===== config.mk =====
export PLATFORM = sky130hd
export DESIGN_NAME = sdram_ctl_top
export DESIGN_NICKNAME = d
export VERILOG_FILES = /design/src/rtl/sdram_timing_pkg.sv /design/src/rtl/sdram_cmd_pkg.sv /design/src/rtl/sdram_data_if.sv /design/src/rtl/sdram_bank_timer.sv /design/src/rtl/sdram_data_ctl.sv /design/src/rtl/sdram_cmd_sched.sv /design/src/rtl/sdram_ctl_top.sv
export SDC_FILE = /design/constraint.sdc
export NUM_CORES = 1
export LEC_CHECK = 0
export BUFFER_PORTS_ARGS = -buffer_cell sky130_fd_sc_hd__buf_2
export CAP_MARGIN = 20
export CELL_PAD_IN_SITES_DETAIL_PLACEMENT = 0
export CELL_PAD_IN_SITES_GLOBAL_PLACEMENT = 1
export CORE_MARGIN = 5
export CORE_UTILIZATION = 53
export CTS_BUF_LIST = sky130_fd_sc_hd__clkbuf_2
export CTS_CLUSTER_DIAMETER = 80
export DETAILED_ROUTE_END_ITERATION = 10
export PLACE_DENSITY_LB_ADDON = 0.08
export SLEW_MARGIN = 20
export SYNTH_ARGS = -nofsm -noshare
export SYNTH_HDL_FRONTEND = slang
export SYNTH_SLANG_ARGS = --single-unit

===== constraint.sdc =====
create_clock -name sys_clk -period 9.1 [get_ports sys_clk]
set_input_delay 0.91 -clock sys_clk [delete_from_list [all_inputs] [get_ports sys_clk]]
set_output_delay 0.91 -clock sys_clk [all_outputs]
set_load 0.1 [all_outputs]

===== src/rtl/sdram_timing_pkg.sv =====
////////////////////////////////////////
// SDRAM timing package.
// Minimum command gaps, ack delays and counter types
// for the controller's safety counters.
////////////////////////////////////////

package sdram_timing_pkg;

	typedef logic [2:0] safe_cnt_t;	// Safety and bank-timer down-counters.
	typedef logic [1:0] tim_wr_t;	// Extra write-recovery cycles, 0 to 3.

	// All gaps are in sys_clk cycles, measured from command to command on cmd.
	localparam int burst_cycles      = 4;	// Transfers in one burst.
	localparam int rd_to_rd_gap      = 4;
	localparam int wr_to_rd_gap      = 5;	// Four transfers plus tWTR.
	localparam int rd_to_wr_gap_base = 5;	// tim_cas is added on top.
	localparam int wr_to_wr_gap      = 4;
	localparam int rd_to_pre_gap     = 4;
	localparam int wr_to_pre_base    = 5;	// tim_wr is added on top.
	localparam int act_to_rw_gap     = 2;	// tRCD.
	localparam int pre_to_act_gap    = 2;	// tRP.

	// A write is acknowledged to the scheduler this many cycles after the command.
	localparam int wr_ack_delay = 2;
	// A read needs rd_ack_base plus tim_cas cycles.
	localparam int rd_ack_base  = 5;
	// Read-only stages in front of the shared write stages, with tim_cas high.
	localparam int rd_ack_stages = rd_ack_base + 1 - wr_ack_delay;

	// Cycles from a write command to the first cycle with the bus turned around.
	localparam int dir_delay = 2;

	// A safe flag counter is loaded with its gap minus this bias.
	// One cycle is lost to the load, one to the scheduler's command register.
	localparam int cnt_bias = 2;

endpackage


===== src/rtl/sdram_cmd_pkg.sv =====
////////////////////////////////////////
// SDRAM command package.
// Address fields, command encoding and scheduler states.
////////////////////////////////////////

package sdram_cmd_pkg;

	localparam int num_banks = 4;

	typedef logic [1:0]           bank_t;
	typedef logic [num_banks-1:0] bank_mask_t;	// One bit per bank, one hot when used.
	typedef logic [12:0]          row_t;
	typedef logic [9:0]           col_t;

	// Encoded as {ras_n, cas_n, we_n} with chip select held low.
	typedef enum logic [2:0] {
		cmd_nop       = 3'b111,
		cmd_activate  = 3'b011,
		cmd_read      = 3'b101,
		cmd_write     = 3'b100,
		cmd_precharge = 3'b010
	} sdram_cmd_e;

	typedef enum logic [2:0] {
		st_idle,
		st_precharge_wait,
		st_activate_wait,
		st_rw_wait,
		st_data_wait,
		st_release
	} sched_state_e;

endpackage


===== src/rtl/sdram_data_if.sv =====
////////////////////////////////////////
// Scheduler to data controller link.
// Read/write pulses go one way, safe flags
// and the access-done pulse come back.
////////////////////////////////////////

`timescale 1ns/1ps

interface sdram_data_if
	import sdram_cmd_pkg::*;
();

	logic       read;		// One cycle, with the read command on cmd.
	logic       write;		// One cycle, with the write command on cmd.
	bank_mask_t concerned_bank;	// Valid only while read or write is high.
	logic       read_safe;
	logic       write_safe;
	bank_mask_t precharge_safe;	// One flag per bank.
	logic       data_ack;		// End of the data phase of the access.

	modport sched (
		output read, write, concerned_bank,
		input  read_safe, write_safe, precharge_safe, data_ack
	);

	modport datactl (
		input  read, write, concerned_bank,
		output read_safe, write_safe, precharge_safe, data_ack
	);

endinterface


===== src/rtl/sdram_bank_timer.sv =====
////////////////////////////////////////
// Bank precharge timer.
// Holds off a precharge until the bank's
// last read or write has finished.
////////////////////////////////////////

`timescale 1ns/1ps

module sdram_bank_timer
	import sdram_timing_pkg::*;
(
	input  logic    sys_clk,
	input  logic    sdram_rst,
	input  logic    read,
	input  logic    write,
	input  logic    tim_cas,
	input  tim_wr_t tim_wr,
	output logic    precharge_safe
);

	safe_cnt_t pre_cnt;	// Cycles left before a precharge may be registered.

	always_ff @(posedge sys_clk) begin
		if (sdram_rst) begin
			pre_cnt <= '0;
		end else if (read) begin
			// A read burst may be cut by a precharge once its transfers are out.
			pre_cnt <= safe_cnt_t'(rd_to_pre_gap - cnt_bias);
		end else if (write) begin
			// Writes also need the write recovery time after the last transfer.
			pre_cnt <= safe_cnt_t'(wr_to_pre_base - cnt_bias) + safe_cnt_t'(tim_wr);
		end else if (pre_cnt != '0) begin
			pre_cnt <= pre_cnt - 1'b1;
		end
	end

	assign precharge_safe = (pre_cnt == '0);	// Idle counter means the bank is free.

	// The scheduler sends one command at a time, so a bank never sees both.
	a_single_access: assert property (@(posedge sys_clk) disable iff (sdram_rst)
		!(read && write))
		else $error("Read and write reached bank timer together.");

	// The timing setup is static configuration.
	// It must not move while a recovery is still counting.
	a_static_config: assert property (@(posedge sys_clk) disable iff (sdram_rst)
		!$stable({tim_cas, tim_wr}) |-> precharge_safe)
		else $error("Timing configuration changed during bank recovery.");

endmodule


===== src/rtl/sdram_data_ctl.sv =====
////////////////////////////////////////
// SDRAM data controller.
// Read/write safe flags, the access-done pulse,
// the data bus direction and the bank timers.
////////////////////////////////////////

`timescale 1ns/1ps

module sdram_data_ctl
	import sdram_timing_pkg::*;
	import sdram_cmd_pkg::*;
(
	input  logic                 sys_clk,
	input  logic                 sdram_rst,
	sdram_data_if.datactl        dif,
	input  logic                 tim_cas,
	input  tim_wr_t              tim_wr,
	output logic                 direction
);

	safe_cnt_t rd_cnt;			// Cycles until a read may be registered.
	safe_cnt_t wr_cnt;			// Cycles until a write may be registered.
	logic [rd_ack_stages-1:0] rd_pipe;	// Read-only part of the ack delay line.
	logic [wr_ack_delay-1:0]  ack_pipe;	// Shared tail, fed by reads and writes.
	safe_cnt_t dir_cnt;			// Remaining cycles of the write window.
	logic      dir_win;			// Write window before the output delay.
	logic [dir_delay-1:0]     dir_pipe;	// Delays the window onto the bus timing.

	// Both flags are reloaded on every read or write.
	// A later command simply restarts the gap from its own issue cycle.
	always_ff @(posedge sys_clk) begin
		if (sdram_rst) begin
			rd_cnt <= '0;
			wr_cnt <= '0;
		end else if (dif.read) begin
			rd_cnt <= safe_cnt_t'(rd_to_rd_gap - cnt_bias);
			// Read data must have cleared the bus before a write drives it.
			wr_cnt <= safe_cnt_t'(rd_to_wr_gap_base - cnt_bias) + safe_cnt_t'(tim_cas);
		end else if (dif.write) begin
			rd_cnt <= safe_cnt_t'(wr_to_rd_gap - cnt_bias);	// Burst plus tWTR.
			wr_cnt <= safe_cnt_t'(wr_to_wr_gap - cnt_bias);
		end else begin
			if (rd_cnt != '0)
				rd_cnt <= rd_cnt - 1'b1;
			if (wr_cnt != '0)
				wr_cnt <= wr_cnt - 1'b1;
		end
	end

	assign dif.read_safe  = (rd_cnt == '0);
	assign dif.write_safe = (wr_cnt == '0);

	// The read path enters one stage further up when CAS latency is 3.
	// The pipe can hold a read and a later write at once, so stages are ORed.
	always_ff @(posedge sys_clk) begin
		if (sdram_rst) begin
			rd_pipe  <= '0;
			ack_pipe <= '0;
		end else begin
			rd_pipe <= {dif.read & tim_cas, rd_pipe[rd_ack_stages-1:1]};
			if (!tim_cas)
				rd_pipe[rd_ack_stages-2] <= dif.read;	// Skip the top stage.
			ack_pipe <= {rd_pipe[0] | dif.write, ack_pipe[wr_ack_delay-1:1]};
		end
	end

	assign dif.data_ack = ack_pipe[0];	// One cycle per access.

	// The window lasts one burst from the write command.
	// A new write restarts it.
	assign dir_win = dif.write || (dir_cnt != '0);

	always_ff @(posedge sys_clk) begin
		if (sdram_rst) begin
			dir_cnt  <= '0;
			dir_pipe <= '0;
		end else begin
			if (dif.write)
				dir_cnt <= safe_cnt_t'(burst_cycles - 1);
			else if (dir_cnt != '0)
				dir_cnt <= dir_cnt - 1'b1;
			dir_pipe <= {dir_win, dir_pipe[dir_delay-1:1]};	// Line up with write data.
		end
	end

	assign direction = !dir_pipe[0];	// Low while the controller drives the bus.

	// One timer per bank, each seeing only the accesses to its own bank.
	for (genvar i = 0; i < num_banks; i++) begin : g_bank
		sdram_bank_timer u_bank_timer (
			.sys_clk       (sys_clk),
			.sdram_rst     (sdram_rst),
			.read          (dif.read & dif.concerned_bank[i]),
			.write         (dif.write & dif.concerned_bank[i]),
			.tim_cas       (tim_cas),
			.tim_wr        (tim_wr),
			.precharge_safe(dif.precharge_safe[i])
		);
	end

	// The scheduler must honour the flags this block hands out.
	a_rw_safe: assert property (@(posedge sys_clk) disable iff (sdram_rst)
		(dif.read -> dif.read_safe) && (dif.write -> dif.write_safe))
		else $error("Read or write issued while its safe flag was low.");

endmodule


===== src/rtl/sdram_cmd_sched.sv =====
////////////////////////////////////////
// SDRAM command scheduler.
// Host handshake, open-row tracking and the
// precharge/activate/read/write sequencing.
////////////////////////////////////////

`timescale 1ns/1ps

module sdram_cmd_sched
	import sdram_timing_pkg::*;
	import sdram_cmd_pkg::*;
(
	input  logic         sys_clk,
	input  logic         sdram_rst,
	input  logic         req,
	input  logic         we,
	input  bank_t        bank,
	input  row_t         row,
	input  col_t         col,
	output logic         ack,
	output sdram_cmd_e   cmd,
	output bank_t        cmd_bank,
	output row_t         cmd_addr,
	sdram_data_if.sched  dif
);

	sched_state_e state;
	bank_mask_t   row_open;			// Bank has an activated row.
	row_t         open_row [num_banks];	// Which row, valid when row_open is set.
	safe_cnt_t    wait_cnt;			// tRP and tRCD countdown.
	logic         row_hit;
	logic         rw_safe;

	// Request fields are stable from req rising until ack, so they are used directly.
	assign row_hit = row_open[bank] && (open_row[bank] == row);
	assign rw_safe = we ? dif.write_safe : dif.read_safe;

	always_ff @(posedge sys_clk) begin
		if (sdram_rst) begin
			state     <= st_idle;
			row_open  <= '0;
			wait_cnt  <= '0;
			ack       <= 1'b0;
			cmd       <= cmd_nop;
			dif.read  <= 1'b0;
			dif.write <= 1'b0;
		end else begin
			// Commands and the data pulses last one cycle.
			cmd       <= cmd_nop;
			dif.read  <= 1'b0;
			dif.write <= 1'b0;
			if (wait_cnt != '0)
				wait_cnt <= wait_cnt - 1'b1;

			case (state)
				st_idle: begin
					if (req) begin
						if (row_hit)
							state <= st_rw_wait;		// Row already open.
						else if (row_open[bank])
							state <= st_precharge_wait;	// Another row is in the way.
						else
							state <= st_activate_wait;
					end
				end
				st_precharge_wait: begin
					// The bank timer covers the last burst and write recovery.
					if (dif.precharge_safe[bank]) begin
						cmd            <= cmd_precharge;
						cmd_bank       <= bank;
						cmd_addr       <= '0;		// A10 low, this bank only.
						row_open[bank] <= 1'b0;
						wait_cnt       <= safe_cnt_t'(pre_to_act_gap - 1);
						state          <= st_activate_wait;
					end
				end
				st_activate_wait: begin
					if (wait_cnt == '0) begin
						cmd            <= cmd_activate;
						cmd_bank       <= bank;
						cmd_addr       <= row;
						row_open[bank] <= 1'b1;
						open_row[bank] <= row;
						wait_cnt       <= safe_cnt_t'(act_to_rw_gap - 1);
						state          <= st_rw_wait;
					end
				end
				st_rw_wait: begin
					// tRCD first, then the turnaround flags from the data controller.
					if ((wait_cnt == '0) && rw_safe) begin
						cmd                <= we ? cmd_write : cmd_read;
						cmd_bank           <= bank;
						cmd_addr           <= row_t'(col);	// Column in the low bits.
						dif.read           <= !we;
						dif.write          <= we;
						dif.concerned_bank <= bank_mask_t'(1) << bank;
						state              <= st_data_wait;
					end
				end
				st_data_wait: begin
					if (dif.data_ack) begin
						ack   <= 1'b1;
						state <= st_release;
					end
				end
				st_release: begin
					// ack stays up until the host lets go of req.
					if (!req) begin
						ack   <= 1'b0;
						state <= st_idle;
					end
				end
				default: state <= st_idle;
			endcase
		end
	end

	// Four-phase rule on the host side.
	a_req_held: assert property (@(posedge sys_clk) disable iff (sdram_rst)
		$fell(req) |-> ack)
		else $error("Host dropped req before ack.");

endmodule


===== src/rtl/sdram_ctl_top.sv =====
////////////////////////////////////////
// SDRAM controller core, top level.
// Scheduler and data controller joined by
// the data interface.
////////////////////////////////////////

`timescale 1ns/1ps

module sdram_ctl_top
	import sdram_timing_pkg::*;
	import sdram_cmd_pkg::*;
(
	input  logic       sys_clk,
	input  logic       sdram_rst,
	input  logic       tim_cas,	// CAS latency 2 when low, 3 when high.
	input  tim_wr_t    tim_wr,
	input  logic       req,
	input  logic       we,
	input  bank_t      bank,
	input  row_t       row,
	input  col_t       col,
	output logic       ack,
	output sdram_cmd_e cmd,
	output bank_t      cmd_bank,
	output row_t       cmd_addr,
	output logic       direction
);

	sdram_data_if dif ();

	sdram_cmd_sched u_sched (
		.sys_clk  (sys_clk),
		.sdram_rst(sdram_rst),
		.req      (req),
		.we       (we),
		.bank     (bank),
		.row      (row),
		.col      (col),
		.ack      (ack),
		.cmd      (cmd),
		.cmd_bank (cmd_bank),
		.cmd_addr (cmd_addr),
		.dif      (dif)
	);

	sdram_data_ctl u_data_ctl (
		.sys_clk  (sys_clk),
		.sdram_rst(sdram_rst),
		.dif      (dif),
		.tim_cas  (tim_cas),
		.tim_wr   (tim_wr),
		.direction(direction)
	);

endmodule


==> metrics.md, run 1 <==
| Metric | Value |
|---|---|
| Total negative slack | 0 ns |
| GP Congestion | 0.787 |
| Commonest cells after routing, fill and taps aside | 71 x edfxtp_1, 51 x buf_2, 50 x nor2_1, 45 x dfxtp_1, 31 x inv_1 |
| Fill count | 791 |
| Clock Tree Buf Depth | 2 |
| Storage element area | 3030 µm² |
| Post-CTS Hold Fix Bufs | 0 |
| First drt pass iteration count | 4 |
| Routed WL | 9670 µm |
| DR WL/cell | 15.8 µm |
| Leading cell type in the layout, fill and taps excluded | edfxtp_1 |
| # nets final | 520 |
| Worst Path Class, Setup | input port to flip-flop |
| Hold Violations, Final | 0 |
| Initial antenna violation count | 0 |
| PD cells | 276 nW/µm² |
| CTS tree | done |
| Post-DP Area | 5470 µm² |
| Worst slew pin tran | 1.08 ns |
| Largest cells by area after synthesis | edfxtp_1 42%, dfxtp_1 18%, ha_1 4.4% |
| Yosys cell types | 44 |
| Area of the multi-input gates | 1860 µm² |
| Post-CTS Repair Setup Buffers | 0 |
| Req. time, crit path | 9.42 ns |
| Total GRT Usage | 0.177 |
| Vias per inst | 5.25 |
| Post-synth EDFFs | 71 |
| Setup crit start kind | input port |
| Core ar. | 9280 µm² |
| Ys Warns | 0 |
| Final setup violation count | 0 |
| Min Hold Slack | 0.464 ns |
| Root Driver | clkbuf_2 |
| Hold Path Class | flip-flop to flip-flop |
| Worst skew pair latency | 0.63 ns |
| Clk pwr share | 0.207 |
| Sequential Power Share | 0.430 |
| Worst-path fanout max | 21 |
| CTS resizes | 0 |
| DP HPWL | 6570 µm |
| Pleak | 2.23 nW |
| Die ar. | 11,700 µm² |
| Diode count | 0 |
| Mapped Cells | 411 |
| # H-tree levels | 4 |
| Vias in the first global route | 3,210 |
| Rows | 35 |
| Area Growth Syn to Fin | 12.4% |
| Biggest area consumer among synthesized cells | edfxtp_1 |
| RSZ-0062 raised after global routing | no |
| Internal | 0.000972 W |
| Top-area cell type share of the netlist area | 0.419 |
| Residual DRC | 0 |
| Switching Fraction | 0.384 |
| Design area | 5710 µm² |
| CTS buffer count | 17 |
| Clock sink count | 116 |
| Max VDD drop | 126 µV |
| Global-route wire length before repair | 15,800 µm |
| Period utilization | 0.288 |
| Post-synthesis async set-or-reset flop share | 0 |
| Post-synthesis cell area | 5080 µm² |
| Total grt overflow | 0 |
| Port Buffers | 51 |
| Final ANT Viol Nets | 0 |
| Fmax | 0.381 GHz |
| Share of cells above drive strength 1 | 0.213 |
| Top_reg_cell synth | edfxtp_1 |
| Slew HR | 0.279 |
| Syn avg cell area | 12.4 µm² |
| Crit path DAT | 2.94 ns |
| Run status | complete, no violations |
| Initial Util | 0.548 |
| Via count | 3,214 |
| Final min period | 2.62 ns |
| Clock skew | 0.0330 ns |
| Max_cap viols | 0 |
| Die width | 108 µm |
| Synthesized net count | 461 |
| Die Y-Extent | 108 µm |
| Comb pwr share | 0.364 |
| DR iter-0 viols | 144 |
| Max Transition Viols Final | 0 |
| I/O pins | 52 |
| Register area share after synthesis | 0.597 |
| Setup crit end kind | flip-flop |
| Pin count of the biggest net entering global routing | 45 |
| Clk slew on worst S/H paths | 0.17 ns |
| NetSw | 0.000605 W |
| Number of synthesized register bits | 116 |
==> through the flow <==
stage,utilization,cells,total power (W),worst slack [ns]
final,0.615,612,0.00158,6.48
after detailed placement,0.589,580,0.00126,5.82
after floorplan,-,411,0.00115,4.44
after CTS,0.615,612,0.00159,6.51
after global routing,0.615,612,0.00169,6.33
after global placement,0.589,580,0.00125,5.87
==> sequential cells by signal (all words and copies together) (netlist names), named ones only <==
signal,cells
u_sched.cmd_addr,13
u_sched.dif.concerned_bank,4
u_sched.cmd,3
u_data_ctl.wr_cnt,3
u_data_ctl.dir_cnt,3
u_sched.state,3
u_sched.wait_cnt,3
u_data_ctl.g_bank.u_bank_timer.pre_cnt,12
u_sched.cmd_bank,2
u_data_ctl.rd_cnt,3
u_sched.dif.read,1
u_sched.open_row,52
u_data_ctl.ack_pipe,2
u_sched.ack,1
u_data_ctl.rd_pipe,4
u_data_ctl.dir_pipe,2
u_sched.dif.write,1
==> routing by layer <==
layer / global-route usage / up-vias / routed length, µm
li1: - / 1608 / -
met1: 0.241 / 1531 / 4580
met2: 0.277 / 73 / 4550
met3: 0.0543 / 2 / 495
met4: 0.0505 / 0 / 41
met5: 0 / - / 0
==> final cells by class <==
class | instances | share of cell area
sequential | 116 | 0.531
inverter | 32 | 0.0210
tap | 129 | 0.0283
multi-input combinational | 247 | 0.326
timing repair buffer | 56 | 0.0513
clock inverter | 15 | 0.0274
clock buffer | 17 | 0.0149
==> cells by family after synthesis <==
family	Yosys count	share of synthesized area
compound gates	64	0.0879
xor+xnor	23	0.0396
fa+ha+maj	18	0.0443
buf+inv	48	0.0391
flops	116	0.597
mux	23	0.0827
simple gates	119	0.110
==> synth_stat cells, types with 6 or more instances <==
cell type / instances
edfxtp_1: 71
nor2_1: 50
dfxtp_1: 45
inv_1: 31
nand2_1: 19
ha_1: 18
a21oi_1: 16
xnor2_1: 13
clkbuf_1: 12
nand2b_1: 11
a22o_1: 10
xor2_1: 10
o21ai_0: 9
a22oi_1: 8
nor3_1: 8
mux4_2: 7
nor2b_1: 7
mux2i_1: 6
mux4_1: 6
nand3_1: 6
==> worst max-delay path: stages <==
cell and delay (ns):
buf_2 0.45, mux4_1 0.71, nand2_1 0.13, nand2_1 0.07
a2111oi_2 0.36, buf_4 0.31
==> power by group through the flow <==
stage,combinational [W],sequential [W],clock [W]
6_report,0.000574,0.000677,0.000326
5_1_grt,0.000642,0.000687,0.000361
4_1_cts,0.000577,0.000678,0.000338
3_5_place_dp,0.000572,0.000690,0
3_3_place_gp,0.000561,0.000688,0
2_1_floorplan,0.000362,0.000783,0
==> path summary, 6_finish.rpt <==
check                                                            start                                end  slack, ns  cells after the start
max reg2reg  u_data_ctl.g_bank[2].u_bank_timer.pre_cnt[0]$_SDFFE_PP0P_      u_sched.cmd_bank[1]$_DFFE_PP_       6.53                      8
max                                                            bank[0]      u_sched.cmd_bank[1]$_DFFE_PP_       6.48                      6
min                                  u_data_ctl.ack_pipe[1]$_SDFF_PP0_  u_data_ctl.ack_pipe[0]$_SDFF_PP0_       0.46                      1
min reg2reg                          u_data_ctl.ack_pipe[1]$_SDFF_PP0_  u_data_ctl.ack_pipe[0]$_SDFF_PP0_       0.46                      1
Note: power is estimated with default switching activity, not from simulation.
==> run 2: changes to the inputs <==
ABC_AREA = 1   (was not set)
CORE_UTILIZATION = 42   (was 53)
clock period = 2.4 ns   (was 9.1 ns; I/O delays follow)
==> run 2 against run 1 <==
Core utilization fell by 10 points; setup slack got worse by 6.1 ns; combinational power rose to 4.4 times the previous value; critical endpoint is now u_sched.cmd_addr[9]$_SDFFCE_PN0P_; critical path type is now flip-flop to flip-flop; largest cell class unchanged; sequential power rose to 3.9 times the previous value; highest routed layer unchanged.
==> metrics.md, run 2 <==
| Metric | Value |
|---|---|
| Run status | complete, no violations (unchanged) |
| CP delay by family, top | simple AND/OR/NAND/NOR gates (was buffers and inverters) |
| I/O pins | 52 (unchanged) |
| Worst-path fanout max | 15 (was 21) |
| Leading cell type in the layout, fill and taps excluded | nand2_1 (was edfxtp_1) |
| Most frequent cell after synthesis | nand2_1 (was edfxtp_1) |
| Post-synthesis cell area | 5350 µm² (was 5080 µm²) |
| Clock skew | 0.0378 ns (was 0.0330 ns) |
| Slew HR | 0.672 (was 0.279) |
| Cell Chain, Critical Path | inv_1 > ha_1 > inv_1 > nor2_1 > inv_1 > o22ai_1 > nor2_1 > nand2_1 > nand2_1 > nor2_1 > buf_4 (was buf_2 > mux4_1 > nand2_1 > nand2_1 > a2111oi_2 > buf_4) |
| Hold Violations, Final | 0 (unchanged) |
| # H-tree levels | 4 (unchanged) |
| Number of synthesized register bits | 116 (unchanged) |
| WHS Path Cells | 2 (was 1) |
| Min-delay src | bank[0] (was u_data_ctl.ack_pipe[1]$_SDFF_PP0_) |
| Initial antenna violation count | 0 (unchanged) |
| Residual DRC | 0 (unchanged) |
| Most flop-heavy register | u_sched.open_row (unchanged) |
| Post-DP Area | 5880 µm² (was 5470 µm²) |
| Peak per-stage delay on the critical path | 0.34 ns (was 0.71 ns) |
| Final ANT Viol Nets | 0 (unchanged) |
| Req. time, crit path | 2.76 ns (was 9.42 ns) |
| Largest cells by area after synthesis | edfxtp_1 40%, dfxtp_1 17%, nand2_1 14% (was edfxtp_1 42%, dfxtp_1 18%, ha_1 4.4%) |
| Post-CTS Repair Setup Buffers | 0 (unchanged) |
| Area Growth Syn to Fin | 20.0% (was 12.4%) |
| Max VDD drop | 463 µV (was 126 µV) |
| Vias per inst | 4.67 (was 5.25) |
| Total grt overflow | 0 (unchanged) |
| Hold Path Class | input port to flip-flop (was flip-flop to flip-flop) |
| Clock sink count | 116 (unchanged) |
| Root Driver | clkbuf_2 (unchanged) |
| Fmax | 0.486 GHz |
| Yosys cell types | 36 (was 44) |
| Period utilization | 0.857 |
| Biggest area consumer among synthesized cells | edfxtp_1 (unchanged) |
| Die ar. | 15,100 µm² (was 11,700 µm²) |
| Commonest cells after routing, fill and taps aside | 196 x nand2_1, 80 x inv_1, 71 x edfxtp_1, 61 x nor2_1, 51 x buf_2 (was 71 x edfxtp_1, 51 x buf_2, 50 x nor2_1, 45 x dfxtp_1, 31 x inv_1) |
| Diode count | 0 (unchanged) |
| Rows | 41 (was 35) |
| Reg2reg setup slack | 0.34 ns (was 6.53 ns) |
| Max Transition Viols Final | 0 (unchanged) |
| Clock Tree Buf Depth | 2 (unchanged) |
| DR WL/cell | 13.5 µm (was 15.8 µm) |
| DR iter-0 viols | 345 (was 144) |
| Core ar. | 12,600 µm² (was 9280 µm²) |
| RSZ-0062 raised after global routing | no (unchanged) |
| DP HPWL | 8450 µm (was 6570 µm) |
| Total negative slack | 0 ns (unchanged) |
| Final min period | 2.06 ns |
| Global-route wire length before repair | 19,900 µm (was 15,800 µm) |
| Mapped Cells | 615 (was 411) |
| Vias in the first global route | 4,172 (was 3,210) |
| Final setup violation count | 0 (unchanged) |
| Worst R2R Start | u_data_ctl.g_bank[1].u_bank_timer.pre_cnt[0]$_SDFFE_PP0P_ (was u_data_ctl.g_bank[2].u_bank_timer.pre_cnt[0]$_SDFFE_PP0P_) |
| Worst Path Class, Setup | flip-flop to flip-flop (was input port to flip-flop) |
| Register area share after synthesis | 0.567 (was 0.597) |
| Reg2Reg Depth | 11 (was 8) |
| Regs by FF count | u_sched.open_row: 52 flops, u_sched.cmd_addr: 13 flops, u_data_ctl.g_bank.u_bank_timer.pre_cnt: 12 flops (unchanged) |
| Number of flip-flops under the largest register name | 52 (unchanged) |
| Final WS setup | 0.344 ns (was 6.48 ns) |
| Pin count of the biggest net entering global routing | 21 (was 45) |
| Post-synth EDFFs | 71 (unchanged) |
| Worst slew pin tran | 0.495 ns (was 1.08 ns) |
| Synthesized net count | 665 (was 461) |
| Worst skew pair latency | 0.66 ns (was 0.63 ns) |
| Max_cap viols | 0 (unchanged) |
| Setup crit end kind | flip-flop (unchanged) |
| Via count | 4,206 (was 3,214) |
| Syn avg cell area | 8.70 µm² (was 12.4 µm²) |
| GP Congestion | 0.806 (was 0.787) |
| Post-synth top cells | 196 x nand2_1, 80 x inv_1, 71 x edfxtp_1, 61 x nor2_1, 45 x dfxtp_1 (was 71 x edfxtp_1, 50 x nor2_1, 45 x dfxtp_1, 31 x inv_1, 19 x nand2_1) |
| Ys Warns | 0 (unchanged) |
| Crit path DAT | 2.41 ns (was 2.94 ns) |
| Initial Util | 0.426 (was 0.548) |
| Design area | 6420 µm² (was 5710 µm²) |
| Port Buffers | 51 (unchanged) |
| Die Y-Extent | 123 µm (was 108 µm) |
| PD cells | 1000 nW/µm² (was 276 nW/µm²) |
| Setup crit start kind | flip-flop (was input port) |
| Critical path buffers and inverters | 4 (was 2) |
| Hold endpoint | u_sched.dif.concerned_bank[0]$_SDFFCE_PP0P_ (was u_data_ctl.ack_pipe[0]$_SDFF_PP0_) |
| Min Hold Slack | 0.126 ns (was 0.464 ns) |
| CTS tree | done (unchanged) |
| Dpl ws | 0.348 ns (was 5.82 ns) |
| Top-area cell type share of the netlist area | 0.398 (was 0.419) |
| First drt pass iteration count | 4 (unchanged) |
| CTS buffer count | 17 (unchanged) |
| Top_reg_cell synth | edfxtp_1 (unchanged) |
| R2r endpoint | u_sched.cmd_addr[9]$_SDFFCE_PN0P_ (was u_sched.cmd_bank[1]$_DFFE_PP_) |
| Routed WL | 12,200 µm (was 9670 µm) |
| Share of cells above drive strength 1 | 0.146 (was 0.213) |
| Die width | 123 µm (was 108 µm) |
| Clk slew on worst S/H paths | 0.16 ns (was 0.17 ns) |
| # nets final | 765 (was 520) |
| Pleak | 2.87 nW (was 2.23 nW) |
| Total GRT Usage | 0.173 (was 0.177) |
| Slowest CP cell | dfxtp_1 (was mux4_1) |
| Post-synthesis async set-or-reset flop share | 0 (unchanged) |
## run 2: cell count changes after synthesis, sizes merged, moves of 6 or more
cell    previous run  this run
a22o              10         0
nor2              50        65
nand2b            11         0
inv               32        86
a22oi              8         1
mux4              13         0
nor2b              7         0
o21ai             10        31
a21oi             16        23
buf                4        10
mux2i              6         0
xor2              10         1
nand3              6        19
nand2             19       196
## run 2: kinds of logic after synthesis
group / synth area share
AOI/OAI and AO/OA: 0.0797
DFF: 0.567
buffers and inverters: 0.0781
xor gates and xnor gates: 0.0147
and+or+nand+nor: 0.219
adders and majority gates: 0.0421
## run 2: power breakdown
group	leakage (nW)	internal, W	total [W]	switching (W)
combinational	1.72	0.000786	0.00254	0.00175
sequential	1.02	0.00247	0.00262	0.000149
clock	0.135	0.000565	0.00127	0.000703
total	2.87	0.00382	0.00643	0.00260
## run 2: timing repair
action / 4_1_cts / 5_1_grt
resized for setup: 0 / 0
hold buffers: 31 / 0
hold endpoints to repair: 86 / 0
## run 2: layout make-up
type	count	area, µm²
fill	1252	6140
tap	172	215
inverter	86	323
timing repair buffer	98	711
clock inverter	13	140
clock buffer	19	95.1
sequential	116	3030
multi-input combinational	396	1910
## run 2: stage by stage
stage          cells   util  total power, W
2_1_floorplan    615      -         0.00462
3_3_place_gp     837  0.468         0.00511
3_5_place_dp     837  0.468         0.00518
4_1_cts          900  0.511         0.00651
5_1_grt          900  0.511         0.00694
6_report         900  0.511         0.00643
## run 2: worst reg2reg max path, stage by stage, from the launching register on
cell and delay, ns:
dfxtp_1 0.34, inv_1 0.09, ha_1 0.15, inv_1 0.03, nor2_1 0.23, inv_1 0.07
o22ai_1 0.15, nor2_1 0.09, nand2_1 0.11, nand2_1 0.13, nor2_1 0.12, buf_4 0.26
## run 2: per-layer routing
layer  share of wire  vias up  routed length [µm]  track usage
li1                -     2193                   -            -
met4           0.013        0                 159       0.0679
met2            0.49       77                6020        0.291
met5               0        -                   0            0
met3           0.056       12                 683       0.0508
met1            0.44     1924                5310        0.210
## run 2: how the worst max path moves through the flow
stage,from,endpoint,slack (ns),cells after the start
6_report,u_data_ctl.g_bank[1].u_bank_timer.pre_cnt[0]$_SDFFE_PP0P_,u_sched.cmd_addr[9]$_SDFFCE_PN0P_,0.34,11
5_1_grt,u_data_ctl.g_bank[1].u_bank_timer.pre_cnt[0]$_SDFFE_PP0P_,u_sched.cmd_addr[6]$_SDFFCE_PN0P_,0.09,11
4_1_cts,u_data_ctl.g_bank[1].u_bank_timer.pre_cnt[0]$_SDFFE_PP0P_,u_sched.cmd_addr[6]$_SDFFCE_PN0P_,0.31,11
3_5_place_dp,u_data_ctl.g_bank[1].u_bank_timer.pre_cnt[0]$_SDFFE_PP0P_,u_sched.cmd_bank[1]$_DFFE_PP_,0.35,11
3_3_place_gp,u_data_ctl.g_bank[3].u_bank_timer.pre_cnt[0]$_SDFFE_PP0P_,u_sched.cmd_addr[0]$_SDFFCE_PN0P_,0.39,11
2_1_floorplan,sdram_rst,u_sched.open_row[0][0]$_DFFE_PP_,0.10,5
